===== config.mk =====
export PLATFORM = sky130hd
export DESIGN_NAME = switch_allocator
export DESIGN_NICKNAME = d
export VERILOG_FILES = /design/src/design/router_pkg.sv /design/src/design/route_req_if.sv /design/src/design/rr_comparator.sv /design/src/design/rr_priority_ring.sv /design/src/design/grant_encoder.sv /design/src/design/rr_processor.sv /design/src/design/switch_allocator.sv
export SDC_FILE = /design/constraint.sdc
export NUM_CORES = 1
export LEC_CHECK = 0
export ABC_AREA = 1
export BUFFER_PORTS_ARGS = -buffer_cell sky130_fd_sc_hd__buf_2
export CORE_AREA = 5 5 75 77
export DETAILED_ROUTE_END_ITERATION = 12
export DIE_AREA = 0 0 80 82
export PLACE_DENSITY = 0.75
export REMOVE_ABC_BUFFERS = 1
export SYNTH_ARGS = -nofsm -noshare
export SYNTH_HDL_FRONTEND = slang
export SYNTH_SLANG_ARGS = --single-unit

===== constraint.sdc =====
create_clock -name clk -period 1.4 [get_ports clk]
set_clock_uncertainty 0.05 [all_clocks]
set_input_delay 0.28 -clock clk [delete_from_list [all_inputs] [get_ports clk]]
set_output_delay 0.28 -clock clk [all_outputs]
set_load 0.005 [all_outputs]

===== src/design/router_pkg.sv =====
/*
 * Router package. Direction codes and port sizing shared by the
 * output arbitration stage of the five-port mesh router.
 */
package router_pkg;

        // ====================
        // Port count and order
        // ====================

        // Bit i of every request, pointer and grant vector is the input
        // port whose direction code is i, in the order N, S, W, E, L.
        localparam int NUM_PORTS = 5;

        typedef logic [NUM_PORTS-1:0] port_vec_t; // One bit per router port.

        // ====================
        // Next-hop codes
        // ====================

        // Codes 5 and 6 have no name and count as no request.
        typedef enum logic [2:0] {
                DIR_N    = 3'd0,
                DIR_S    = 3'd1,
                DIR_W    = 3'd2,
                DIR_E    = 3'd3,
                DIR_L    = 3'd4,
                DIR_NONE = 3'd7 // Input has no head flit waiting.
        } dir_e;

endpackage


===== src/design/route_req_if.sv =====
/*
 * Route request bundle. Carries the next-hop code of the head flit
 * at each of the five input ports to every output processor.
 */
`timescale 1ns/100ps

interface route_req_if import router_pkg::*; ();

        dir_e nexthop_n; // Next hop of the North input.
        dir_e nexthop_s; // Next hop of the South input.
        dir_e nexthop_w; // Next hop of the West input.
        dir_e nexthop_e; // Next hop of the East input.
        dir_e nexthop_l; // Next hop of the Local input.

        modport alloc (
                output nexthop_n, nexthop_s, nexthop_w, nexthop_e, nexthop_l
        );

        // Every processor only looks at the codes.
        modport proc (
                input nexthop_n, nexthop_s, nexthop_w, nexthop_e, nexthop_l
        );

endinterface


===== src/design/rr_comparator.sv =====
/*
 * Request comparator. Turns the five next-hop codes into the request
 * vector of one output direction and masks the U-turn request.
 */
`timescale 1ns/100ps

module rr_comparator import router_pkg::*; #(
        parameter dir_e OWN_DIR = DIR_N
) (
        route_req_if.proc req,
        output port_vec_t request_o
);

        dir_e hop [NUM_PORTS]; // Next hop per input, indexed by input direction.

        // ====================
        // Gather codes
        // ====================

        assign hop[DIR_N] = req.nexthop_n;
        assign hop[DIR_S] = req.nexthop_s;
        assign hop[DIR_W] = req.nexthop_w;
        assign hop[DIR_E] = req.nexthop_e;
        assign hop[DIR_L] = req.nexthop_l;

        // ====================
        // Decode
        // ====================

        // An input wants this output when its next hop names it. A flit
        // never leaves through the port it came in on, so the input that
        // shares this direction is dropped. Codes 5 to 7 never match.
        always_comb begin
                for (int i = 0; i < NUM_PORTS; i++) begin
                        request_o[i] = (hop[i] == OWN_DIR) && (i != int'(OWN_DIR));
                end
        end

endmodule


===== src/design/rr_priority_ring.sv =====
/*
 * Priority ring. Holds the one-hot round-robin pointer of one output
 * and moves it one place past the granted input on each advance.
 */
`timescale 1ns/100ps

module rr_priority_ring import router_pkg::*; (
        input  logic      clk,
        input  logic      rst_n_i,
        input  logic      advance_i,
        input  port_vec_t grant_i,
        output port_vec_t pointer_o
);

        port_vec_t pointer_q; // Current highest-priority input.
        port_vec_t pointer_d;

        // ====================
        // Next pointer
        // ====================

        // The input after the winner gets first pick next time. The grant
        // is rotated left by one, so L wraps back around to N.
        always_comb begin
                pointer_d = pointer_q;
                if (advance_i) begin
                        pointer_d = {grant_i[NUM_PORTS-2:0], grant_i[NUM_PORTS-1]};
                end
        end

        // ====================
        // Pointer register
        // ====================

        always_ff @(posedge clk) begin
                if (!rst_n_i) begin
                        pointer_q <= port_vec_t'(1 << DIR_N); // North starts with priority.
                end else begin
                        pointer_q <= pointer_d;
                end
        end

        assign pointer_o = pointer_q;

endmodule


===== src/design/grant_encoder.sv =====
/*
 * Round-robin grant encoder. Searches the request vector cyclically
 * from the pointer bit and grants the first requester it finds.
 */
`timescale 1ns/100ps

module grant_encoder import router_pkg::*; (
        input  port_vec_t request_i,
        input  port_vec_t pointer_i,
        output port_vec_t grant_o,
        output logic      grant_valid_o
);

        port_vec_t at_or_above; // Thermometer mask from the pointer bit upward.
        port_vec_t req_upper;   // Requests that do not need the wrap.

        // Keeps only the lowest set bit of a vector.
        function automatic port_vec_t lowest_set(input port_vec_t vec);
                return vec & (~vec + port_vec_t'(1));
        endfunction

        // ====================
        // Split the search
        // ====================

        // Subtracting one from a one-hot pointer sets every bit below it,
        // so the inverse marks the pointer bit and all bits above it.
        assign at_or_above = ~(pointer_i - port_vec_t'(1));
        assign req_upper   = request_i & at_or_above;

        // ====================
        // Pick the winner
        // ====================

        // Requests at or above the pointer come first. If there are none
        // the search wraps, and the lowest request overall wins.
        always_comb begin
                if (req_upper != '0) begin
                        grant_o = lowest_set(req_upper);
                end else begin
                        grant_o = lowest_set(request_i);
                end
        end

        assign grant_valid_o = |request_i; // Level to the crossbar switch.

endmodule


===== src/design/rr_processor.sv =====
/*
 * Round-robin processor. Arbitrates one output port of the router
 * and presents a one-hot grant with its valid level to the crossbar.
 */
`timescale 1ns/100ps

module rr_processor import router_pkg::*; #(
        parameter dir_e OWN_DIR = DIR_N
) (
        input  logic      clk,
        input  logic      rst_n_i,
        route_req_if.proc req,
        input  logic      change_order_i,
        output port_vec_t grant_o,
        output logic      grant_valid_o
);

        port_vec_t request; // Inputs that want this output.
        port_vec_t pointer; // Where the cyclic search begins.
        logic      advance; // Rotate priority at the end of this cycle.

        // ====================
        // Request decode
        // ====================

        rr_comparator #(
                .OWN_DIR (OWN_DIR)
        ) comparator_inst (
                .req       (req),
                .request_o (request)
        );

        // ====================
        // Priority state
        // ====================

        // The crossbar pulses change order when the tail has passed. With
        // no grant there is no winner, so an idle pulse is ignored.
        assign advance = change_order_i & grant_valid_o;

        rr_priority_ring ring_inst (
                .clk       (clk),
                .rst_n_i   (rst_n_i),
                .advance_i (advance),
                .grant_i   (grant_o),
                .pointer_o (pointer)
        );

        // ====================
        // Grant
        // ====================

        grant_encoder encoder_inst (
                .request_i     (request),
                .pointer_i     (pointer),
                .grant_o       (grant_o),
                .grant_valid_o (grant_valid_o)
        );

endmodule


===== src/design/switch_allocator.sv =====
/*
 * Switch allocator. Output arbitration stage of the five-port mesh
 * router with one round-robin processor per output direction.
 */
`timescale 1ns/100ps

module switch_allocator import router_pkg::*; (
        input  logic      clk,
        input  logic      rst_n_i,

        // Next hop of the head flit at each input port.
        input  dir_e      nexthop_n_i,
        input  dir_e      nexthop_s_i,
        input  dir_e      nexthop_w_i,
        input  dir_e      nexthop_e_i,
        input  dir_e      nexthop_l_i,

        input  port_vec_t change_order_i, // Tail passed, one bit per output.

        // One-hot winner per output, bit i is input direction i.
        output port_vec_t grant_n_o,
        output port_vec_t grant_s_o,
        output port_vec_t grant_w_o,
        output port_vec_t grant_e_o,
        output port_vec_t grant_l_o,
        output port_vec_t grant_valid_o
);

        port_vec_t grant [NUM_PORTS]; // Grant vector per output direction.

        // ====================
        // Request bundle
        // ====================

        route_req_if req_bus ();

        assign req_bus.nexthop_n = nexthop_n_i;
        assign req_bus.nexthop_s = nexthop_s_i;
        assign req_bus.nexthop_w = nexthop_w_i;
        assign req_bus.nexthop_e = nexthop_e_i;
        assign req_bus.nexthop_l = nexthop_l_i;

        // ====================
        // Output processors
        // ====================

        // Each output arbitrates on its own. The outputs never fight
        // over an input, because an input names a single next hop.
        for (genvar g = 0; g < NUM_PORTS; g++) begin : gen_proc
                rr_processor #(
                        .OWN_DIR (dir_e'(g))
                ) processor_inst (
                        .clk            (clk),
                        .rst_n_i        (rst_n_i),
                        .req            (req_bus.proc),
                        .change_order_i (change_order_i[g]),
                        .grant_o        (grant[g]),
                        .grant_valid_o  (grant_valid_o[g])
                );
        end

        assign grant_n_o = grant[DIR_N];
        assign grant_s_o = grant[DIR_S];
        assign grant_w_o = grant[DIR_W];
        assign grant_e_o = grant[DIR_E];
        assign grant_l_o = grant[DIR_L];

endmodule


# [Word-level counts from Yosys, hierarchy flattened]
# Cells that the tools add are included.
[totals] output_inout_bits=30 ff_bits=25 in_bits=22 wordCells=90
[classes] mux=5 bitwise_logic=35 n_eq_ne=16 n_addsub=15 n_reduce_logical=14
[ops] op="NOT 5 bit" count=14
[ops] op="AND 5 bit" count=13
[ops] op="adder 5 x 1 -> 5 bit, second input constant" count=10
[ops] op="2-to-1 mux 5 bit" count=5
[ops] op="nonzero test 5 bit" count=5
[ops] op="subtractor 5 x 1 -> 5 bit, second input constant" count=5
[ops] op="== test 3 x 2 -> 1 bit, second input constant" count=8
[ops] op="OR reduction 4 bit" count=5
[ops] op="== test 3 x 1 -> 1 bit, second input constant" count=4
[ops] op="== test 3 bit, second input constant" count=4
[ops] op="logical NOT 3 bit" count=4
[ops] op="AND 4 x 5 -> 5 bit" count=2
[ops] op="AND 1 bit" count=5
[ops] op="NOT 4 -> 5 bit" count=1

# [Logic depth before layout (Yosys ltp)]
# Gate-level depths: netlist of the first run.
[depth] ltp_word=7 ltp_mapped=14 ltp_nobuf=14

# [Cells and area by module]
# A second synthesis of the first run with hierarchy kept.
[unflattened] cells_unflattened=470 hier_area_um2=2602.5
[modules_own_cells] module="grant_encoder" instances=5 seq_area_each_um2=0.0 cells_per_inst=48 area_each_um2=234.0
[modules_own_cells] module="rr_priority_ring" instances=5 seq_area_each_um2=100.1 cells_per_inst=30 area_each_um2=212.7
[modules_own_cells] module="rr_comparator (gen_proc[1].processor_inst.comparator_inst ...)" instances=3 seq_area_each_um2=0.0 cells_per_inst=14 area_each_um2=66.3
[modules_own_cells] module="rr_comparator (gen_proc[0].processor_inst.comparator_inst)" instances=1 seq_area_each_um2=0.0 cells_per_inst=18 area_each_um2=81.3
[modules_own_cells] module="rr_comparator (gen_proc[3].processor_inst.comparator_inst)" instances=1 seq_area_each_um2=0.0 cells_per_inst=10 area_each_um2=51.3
[modules_own_cells] module="rr_processor" instances=5 seq_area_each_um2=0.0 cells_per_inst=2 area_each_um2=7.5

# [Least setup slack after synthesis of the first run]
# No wires, ideal clock.
[synth_timing] path_type="flip-flop to output port" startpoint="reg gen_proc[1].processor_inst.ring_inst.pointer_q[0]" endpoint="out grant_s_o[0]" t_arrival_ns=1.196 stages_incl_launch_ff=10 t_required_ns=1.070 n_path_buf=0 path_slack_ns=-0.126 cell_sequence="dfxtp_1 inv_1 nand2_1 inv_1 ha_1 nand4_1 nand2_1 nor2_1 nand2_1 nand2_1"
[synth_via] elab_chain_cells=7 elab_cells_between_ends=8 classes_between="add/sub: 2; mux: 1; bitwise: 4; reduce/logical: 1"
[synth_lines] item="start, declared" line="rr_priority_ring.sv:15" source="port_vec_t pointer_q;"
[synth_lines] item="start signal, assigned" line="rr_priority_ring.sv:37" source="pointer_q <= port_vec_t'(1 << DIR_N);"
[synth_lines] item="start signal, assigned" line="rr_priority_ring.sv:39" source="pointer_q <= pointer_d;"
[synth_lines] item="subtractor 5 x 1 -> 5 bit *" line="grant_encoder.sv:28" source="assign at_or_above = ~(pointer_i - port_vec_t'(1));"
[synth_lines] item="NOT 5 bit *" line="grant_encoder.sv:28"
[synth_lines] item="AND 5 bit *" line="grant_encoder.sv:29" source="assign req_upper = request_i & at_or_above;"
[synth_lines] item="NOT 5 bit" line="grant_encoder.sv:19" source="return vec & (~vec + port_vec_t'(1));"
[synth_lines] item="adder 5 x 1 -> 5 bit" line="grant_encoder.sv:19"
[synth_lines] item="AND 5 bit" line="grant_encoder.sv:19"
[synth_lines] item="2-to-1 mux 5 bit *" line="grant_encoder.sv:38" source="if (req_upper != '0) begin"
[synth_lines] item="end, declared" line="switch_allocator.sv:22" source="output port_vec_t grant_s_o,"
# Mark *: on every way between the ends. The rest lies on a longest branch, timed or not.

# [Worst setup path after layout of the first run]
[layout_timing] startpoint="reg gen_proc[1].processor_inst.ring_inst.pointer_q[1]" endpoint="out grant_s_o[3]"
# The elaborated chain is that of the path after synthesis.

==> impl_summary.md, run 1 <==
Floorplan
The floorplan has 26 rows. The height of the die is 82 um. The starting utilization of the core area is about two fifths. The number of top-level pins is between 50 and 60. The width of the chip is ~80 um. The floorplan step defined a die boundary enclosing 0.00656 sq mm. The core box area is 0.00494 sq mm.

Routing
In the final routed layout, each cell accounts on average for 12.7 um. The antenna violation net count after detailed routing is 0. The vias per cell is between 4 and 5. Wire segments on met3 add up to 392 um in the final route. The total number of vias is ~2500. After detailed routing, the number of remaining DRC violations is 0. The final layout contains routed wiring with a total length of 6.57 mm.

The count of routing violations after the opening detailed-route iteration is 109. The detailed router put a total of 2.76 mm of wire on met1. The top layer reached by signal wires is met4. The first detailed-routing pass took 4 iterations. The met2 routed wirelength is between 3 and 4 mm.

Finish
The number of antenna diodes in the final layout is 0. The final standard cell utilization of the core is 64.3%. Summing all non-filler instances in the final layout gives an area of around 0.0032 sq mm.

Of the cells placed in the final design, the portion with a size suffix greater than 1 is between 50% and 60%. The net total in the final layout is 475. The number of standard cells in the layout, taps in and fillers out is 516.

From synthesis to final layout, the design area changed by 68.0%. The flip-flop count of the largest register after layout is 20.

Critical path
The arrival time of the worst setup path is ~1.6 ns. In this design, the stage delay of the slowest critical-path cell is 0.32 ns. Traced cell by cell, the critical path runs through inv_2 > nand2_2 > inv_2 > ha_4 > inv_2 > nand2_1 > nand2_1 > nand2_1 > nand2_1 > nor2_2 > nand2_1 > nand2_1 > buf_2. In this design, the critical path's most frequently occurring cell is nand2_1. The worst setup path is captured at an output port. STA classifies the critical path startpoint as a flip-flop. The required arrival time at the worst endpoint is 1.07 ns. The largest individual stage delay along the critical path comes from the cell dfxtp_2. The kind of cell adding the most delay to the critical path is simple AND/OR/NAND/NOR gates.

The class of the most critical setup path is reg -> out. The maximum fanout along the worst path is 3. Counting both buffers and inverters, the worst setup path holds a total of 4.

Timing
After layout, the worst setup slack is -0.502 ns. The final count of hold timing violations is 0. The achievable clock frequency is 0.526 GHz. For the final routed database, the setup TNS stands at -8.86 ns. Setup repair after global routing could not meet its margin everywhere. The period utilization is 136%. The number of max-slew violations in the final report is 0.

The hold slack is 0.203 ns. For the finished layout, the period the worst path requires is 1.90 ns. Setup violations remaining at the end of the flow were counted as 28.

Global route
The first global-routing pass estimated 10.0 mm of wire. The number of global-route vias before repair is 2380. Global routing used 18.9% of the available tracks. The total overflow left after global routing is 0.

The number of antenna violations at the first check in global routing is 0. Entering global routing, the biggest net connects 12 pins.

Place
Summed over all nets, the half-perimeter wirelength after detailed placement is around 4.4 mm. At the end of routability-driven placement, the weighted congestion stood at 0.903. The count of input and output buffers is 46. Prior to clock tree synthesis, the placed netlist has a worst setup slack of -0.289 ns. The area of placed instances is 0.00251 sq mm. In this run, placement finished with an instance count of around 500.

Synth
The library cell occupying the most area in the post-synthesis netlist is dfxtp_1. The most used standard cell by instance count after synthesis is nand2_1. The register bit count reported by yosys is 20. Of the synthesized area, sequential elements account for 21.2%. The cell count after synthesis came out at 339.

The count of warnings emitted by yosys is 0. In this run the biggest area consumer among cell types represents 21.2% of the synthesized area. Yosys mapped a number of flops with a built-in enable equal to 0.

The distinct cell type count after synthesis is 24. The share of async-settable or async-resettable flops after synthesis is 0%. The cell area after technology mapping is 0.00189 sq mm. By area the synthesized netlist is led by dfxtp_1 21%, nand2_1 18%, nand3_1 15%. The main flop type after synthesis is dfxtp_1.

By count the netlist is led by 89 x nand2_1, 74 x inv_1, 56 x nand3_1. In this run the mean area of a mapped cell was around 5.6 sq um.

Status
The flow ran to the end, but the final reports show violations. The checks that failed: negative setup slack.

Pwr
The largest vdd supply drop is just over 0.4 mV. Power comes to 2.00 mW. The static leakage power is 1.77 nW. The power per cell area is 629 mW/mm^2.

CTS
Clock tree synthesis found a total of 20 sinks. The CTS H-tree depth is 1. The root buffer cell chosen for the clock tree is clkbuf_8.

The clock transition at the registers of the reported paths is 0.09 ns. The later pin in the worst-skew pair is clocked with a latency of 0.27 ns. TritonCTS built the clock tree. The maximum number of buffers from clock root to sink is 2. Clock tree synthesis inserted a total of 3 buffers.

Job
The number of violations of the max-capacitance limit is 0.

Min path
The kind of path behind the tightest hold check is in -> reg.
what timing repair did:
item	in CTS	in global routing
resized for setup	72	73
buffers inserted	20	10
pin swaps	32	34
setup endpoints to repair	38	40
hold buffers	0	0
layer usage:
metal / global-route usage [%] / up-vias
met5: 0 / -
met4: 6.76 / 0
met3: 3.07 / 23
met2: 34.2 / 90
met1: 22.4 / 1161
li1: - / 1259
placed cells by master (no fill, tap or decap):
master and n:
clkinv_1 1, buf_2 41, dfxtp_2 10, a21boi_4 1
dfxtp_1 10, nand3_2 33, clkbuf_8 3, inv_1 52
inv_4 1, o21ai_1 3, nor3_4 1, buf_4 51
clkbuf_4 1, a21oi_2 2, nor2_1 13, nand2_2 21
buf_12 1, nand3_4 1, conb_1 5, nor2_2 6
nor2_4 9, a211o_1 1, ha_4 5, a21boi_2 1
nand3b_1 2, nand4_1 7, inv_2 28, nand3_1 23
o21ai_2 2, a21oi_1 17, nand2_1 70, nand2_4 3
nand4_2 4, buf_6 17
final timing paths:
check,startpoint,end,slack [ns],depth (start not counted)
max reg2reg,flip-flop,flip-flop,-0.22,12
max,flip-flop,grant_s_o[3],-0.50,13
min reg2reg,flip-flop,flip-flop,0.51,4
min,change_order_i[0],flip-flop,0.20,3
power breakdown:
part / leakage (nW) / switching [mW] / internal [mW]
clock network: 0.0216 / 0.210 / 0.192
registers: 0.165 / 0.0265 / 0.620
logic: 1.58 / 0.517 / 0.433
cell type report:
cell class	instances	area (sq um)
Fill cell	430	1760
Multi-Input combinational cell	230	1520
Timing Repair Buffer	111	807
Sequential cell	20	413
Inverter	82	310
Tap cell	70	87.6
Clock buffer	3	41.3
worst min-delay path, stage by stage:
cell and delay (ns):
buf_2 0.11, nand2_2 0.05, nand2_1 0.05
logic make-up after synthesis:
family / Yosys count / share of synthesized area [%]
other cells: 1 / 0.198
fa+ha+maj: 5 / 3.30
buf+inv: 93 / 20.4
flops: 20 / 21.1
simple gates: 193 / 47.1
compound gates: 27 / 7.80
No activity file was read; power rests on OpenSTA's default activity.
==> inputs of run 2 (changes only) <==
Settings changed: CORE_AREA 5 5 75 77 to 5 5 69 71, DIE_AREA 0 0 80 82 to 0 0 74 76, PLACE_DENSITY 0.75 to 0.86.
==> impl_summary.md, run 2 (synthesis results as in run 1) <==
Routing
The vias per cell is between 5 and 6. The count of routing violations after the opening detailed-route iteration is 200. The antenna violation net count after detailed routing is 0. Before antenna repair, the detailed router went through 5 iterations. In the final routed layout, each cell accounts on average for 15.4 um. The wire length reported by the detailed router is roughly 7.6 mm. The DRC violation count after routing is 0. The routed layout has 2625 vias.

Critical path
The slack of the worst reg-to-reg path is -0.24 ns. Traced cell by cell, the critical path runs through inv_2 > nand2_2 > inv_2 > ha_4 > inv_2 > nand2_2 > nand2_2 > nand2_1 > nand2_1 > nor2_2 > nand2_1 > nand2_1 > buf_2. Among the stages of the critical path, the cell type that occurs most often is nand2_1. Counting cells, the worst reg-to-reg path comes to 16. For this run, the slowest stage of the critical path takes between 0.3 and 0.4 ns.

Of all nets on the critical path, the largest fanout is 3. Counting both buffers and inverters, the worst setup path holds a total of 4. The capturing element type of the critical path is an output port. The slowest cell on the critical path is dfxtp_2.

The kind of cell adding the most delay to the critical path is simple AND/OR/NAND/NOR gates. The critical path launch point type is a flip-flop. The required arrival time at the worst endpoint is 1.07 ns. The class of the most critical setup path is reg -> out. The arrival time of the worst setup path is between 1.5 and 2 ns.

Global route
The first global-routing pass estimated 10.3 mm of wire. The largest net degree at the start of global routing is 13. The number of antenna violations at the first check in global routing came to 0. For this run the aggregate overflow at the end of global routing stands at 0.

The number of global-route vias before repair is 2436. The total global-route track usage is 22.3%.

Timing
The final count of hold timing violations is 0. The number of max-slew violations in the final report is 0. The period utilization is 138%.

The total negative slack is -9.63 ns. Static timing analysis puts the maximum clock frequency at about 0.52 GHz. Setup slack on the critical path of the routed design comes to -0.528 ns. Subtracting the final worst setup slack from the clock period gives 1.93 ns.

The number of endpoints failing setup at the final stage is 31. Setup repair after global routing could not meet its margin everywhere.

CTS
The number of hold-repair buffers added at the cts stage is 0. The clock latency on the worst-skew pair is 0.27 ns. The clock drives 20 sinks. Buffers inserted during clock tree synthesis total 3. TritonCTS built the clock tree. In this run the deepest clock path goes through 2 buffers. The clock transition at the registers of the reported paths is approximately 0.090 ns. In this run the number of H-tree levels came out at 1. The CTS root buffer is clkbuf_8.

Status
The flow ran to the end, but the final reports show violations. The final reports fail on negative setup slack.

Min path
The worst hold path begins at change_order_i[0]. The path class of the tightest hold or removal check is in -> reg. The hold-critical path depth is 3.

Finish
The flip-flop count of the largest register after layout is 20. The number of antenna diodes is 0. Leaving out fill and tap cells, the most frequent cell in the layout is nand2_1. Leaving out fill and tap cells, the most frequent cells in the layout are 65 x nand2_1, 48 x inv_1, 46 x buf_4. The number of standard cells in the layout, taps in and fillers out is 491. The design area is 0.00310 sq mm. From synthesis to final layout, the design area changed by 63.6%.

The number of inserted filler cells in the final layout is 276. Cells with a size suffix above 1 make up a little under three fifths of the layout. The net total in the final layout is 467.

Floorplan
The width of the chip is roughly 74 um. The floorplan step defined a core boundary enclosing 0.00417 sq mm. The starting utilization of the core area is 45.4%. The die covers 0.00562 sq mm. The height of the die is 76 um. Pin placement for this block handled 52 I/O pins. The floorplan has 24 rows.

Place
Port buffering added 46 buffers. In this run the cell area measured after placement is 0.00245 sq mm. The placer's final routability congestion estimate is 0.913. The post-DP HPWL is 4.35 mm. The cell count after placement is 474.

Job
The number of violations of the max-capacitance limit is 0.

Pwr
The largest vdd supply drop is 0.509 mV. The power per cell area is 710 mW/mm^2. The overall power is approximately 2.2 mW. The static leakage power is 1.72 nW.
[run 2: layer usage]
| metal | track usage (%) | vias up | part of all wire [%] |
|---|---|---|---|
| met4 | 11.4 | 0 | 5.4 |
| li1 | - | 1241 | - |
| met3 | 3.03 | 40 | 8.0 |
| met5 | 0 | - | 0 |
| met2 | 39.4 | 155 | 50 |
| met1 | 25.1 | 1189 | 36 |
[run 2: final cells by class]
class / count / area (sq um) / share of cell area, %
Multi-Input combinational cell: 230 / 1520 / 49.2
Timing Repair Buffer: 103 / 718 / 23.2
Sequential cell: 20 / 413 / 13.3
Inverter: 82 / 308 / 9.94
Tap cell: 52 / 65.1 / 2.10
Clock buffer: 3 / 41.3 / 1.33
Clock inverter: 1 / 30.0 / 0.969
[run 2: timing repair]
item                       4_1_cts  5_1_grt
gates resized for setup         55       89
setup endpoints to repair       37       43
pin swaps                       29       35
setup buffers                   14        8
[run 2: worst max-delay path by stage]
stage / depth (start not counted) / end / slack [ns]
global route: 13 / grant_s_o[3] / -0.64
CTS: 10 / grant_s_o[3] / -0.50
detailed placement: 10 / grant_s_o[0] / -0.26
global placement: 10 / grant_s_o[3] / -0.23
finish: 13 / grant_s_o[0] / -0.53
floorplan: 9 / grant_s_o[0] / -0.13
[run 2: metrics by stage]
stage	util [%]	hold slack [ns]	worst slack [ns]
after global routing	74.2	0.189	-0.638
final	74.2	0.199	-0.528
after global placement	58.8	0.466	-0.227
after CTS	67.2	0.194	-0.497
after floorplan	-	0.310	-0.126
after detailed placement	58.8	0.471	-0.258
[run 2: where the power goes]
part / internal [mW] / switching, mW / leakage [nW]
sequential: 0.620 / 0.0277 / 0.165
combinational: 0.407 / 0.544 / 1.52
clock: 0.382 / 0.218 / 0.0357
[run 2: worst register-to-register path, stage by stage, from the launching register on]
cell	delay (ns)
dfxtp_2	0.33
inv_2	0.07
nand2_2	0.07
inv_2	0.07
ha_4	0.13
inv_2	0.04
nand2_2	0.05
nand2_2	0.05
nand2_1	0.06
nand2_1	0.06
nor2_2	0.14
nand2_1	0.09
buf_4	0.13
buf_4	0.12
nand3_2	0.04
nand2_1	0.05
inv_1	0.05
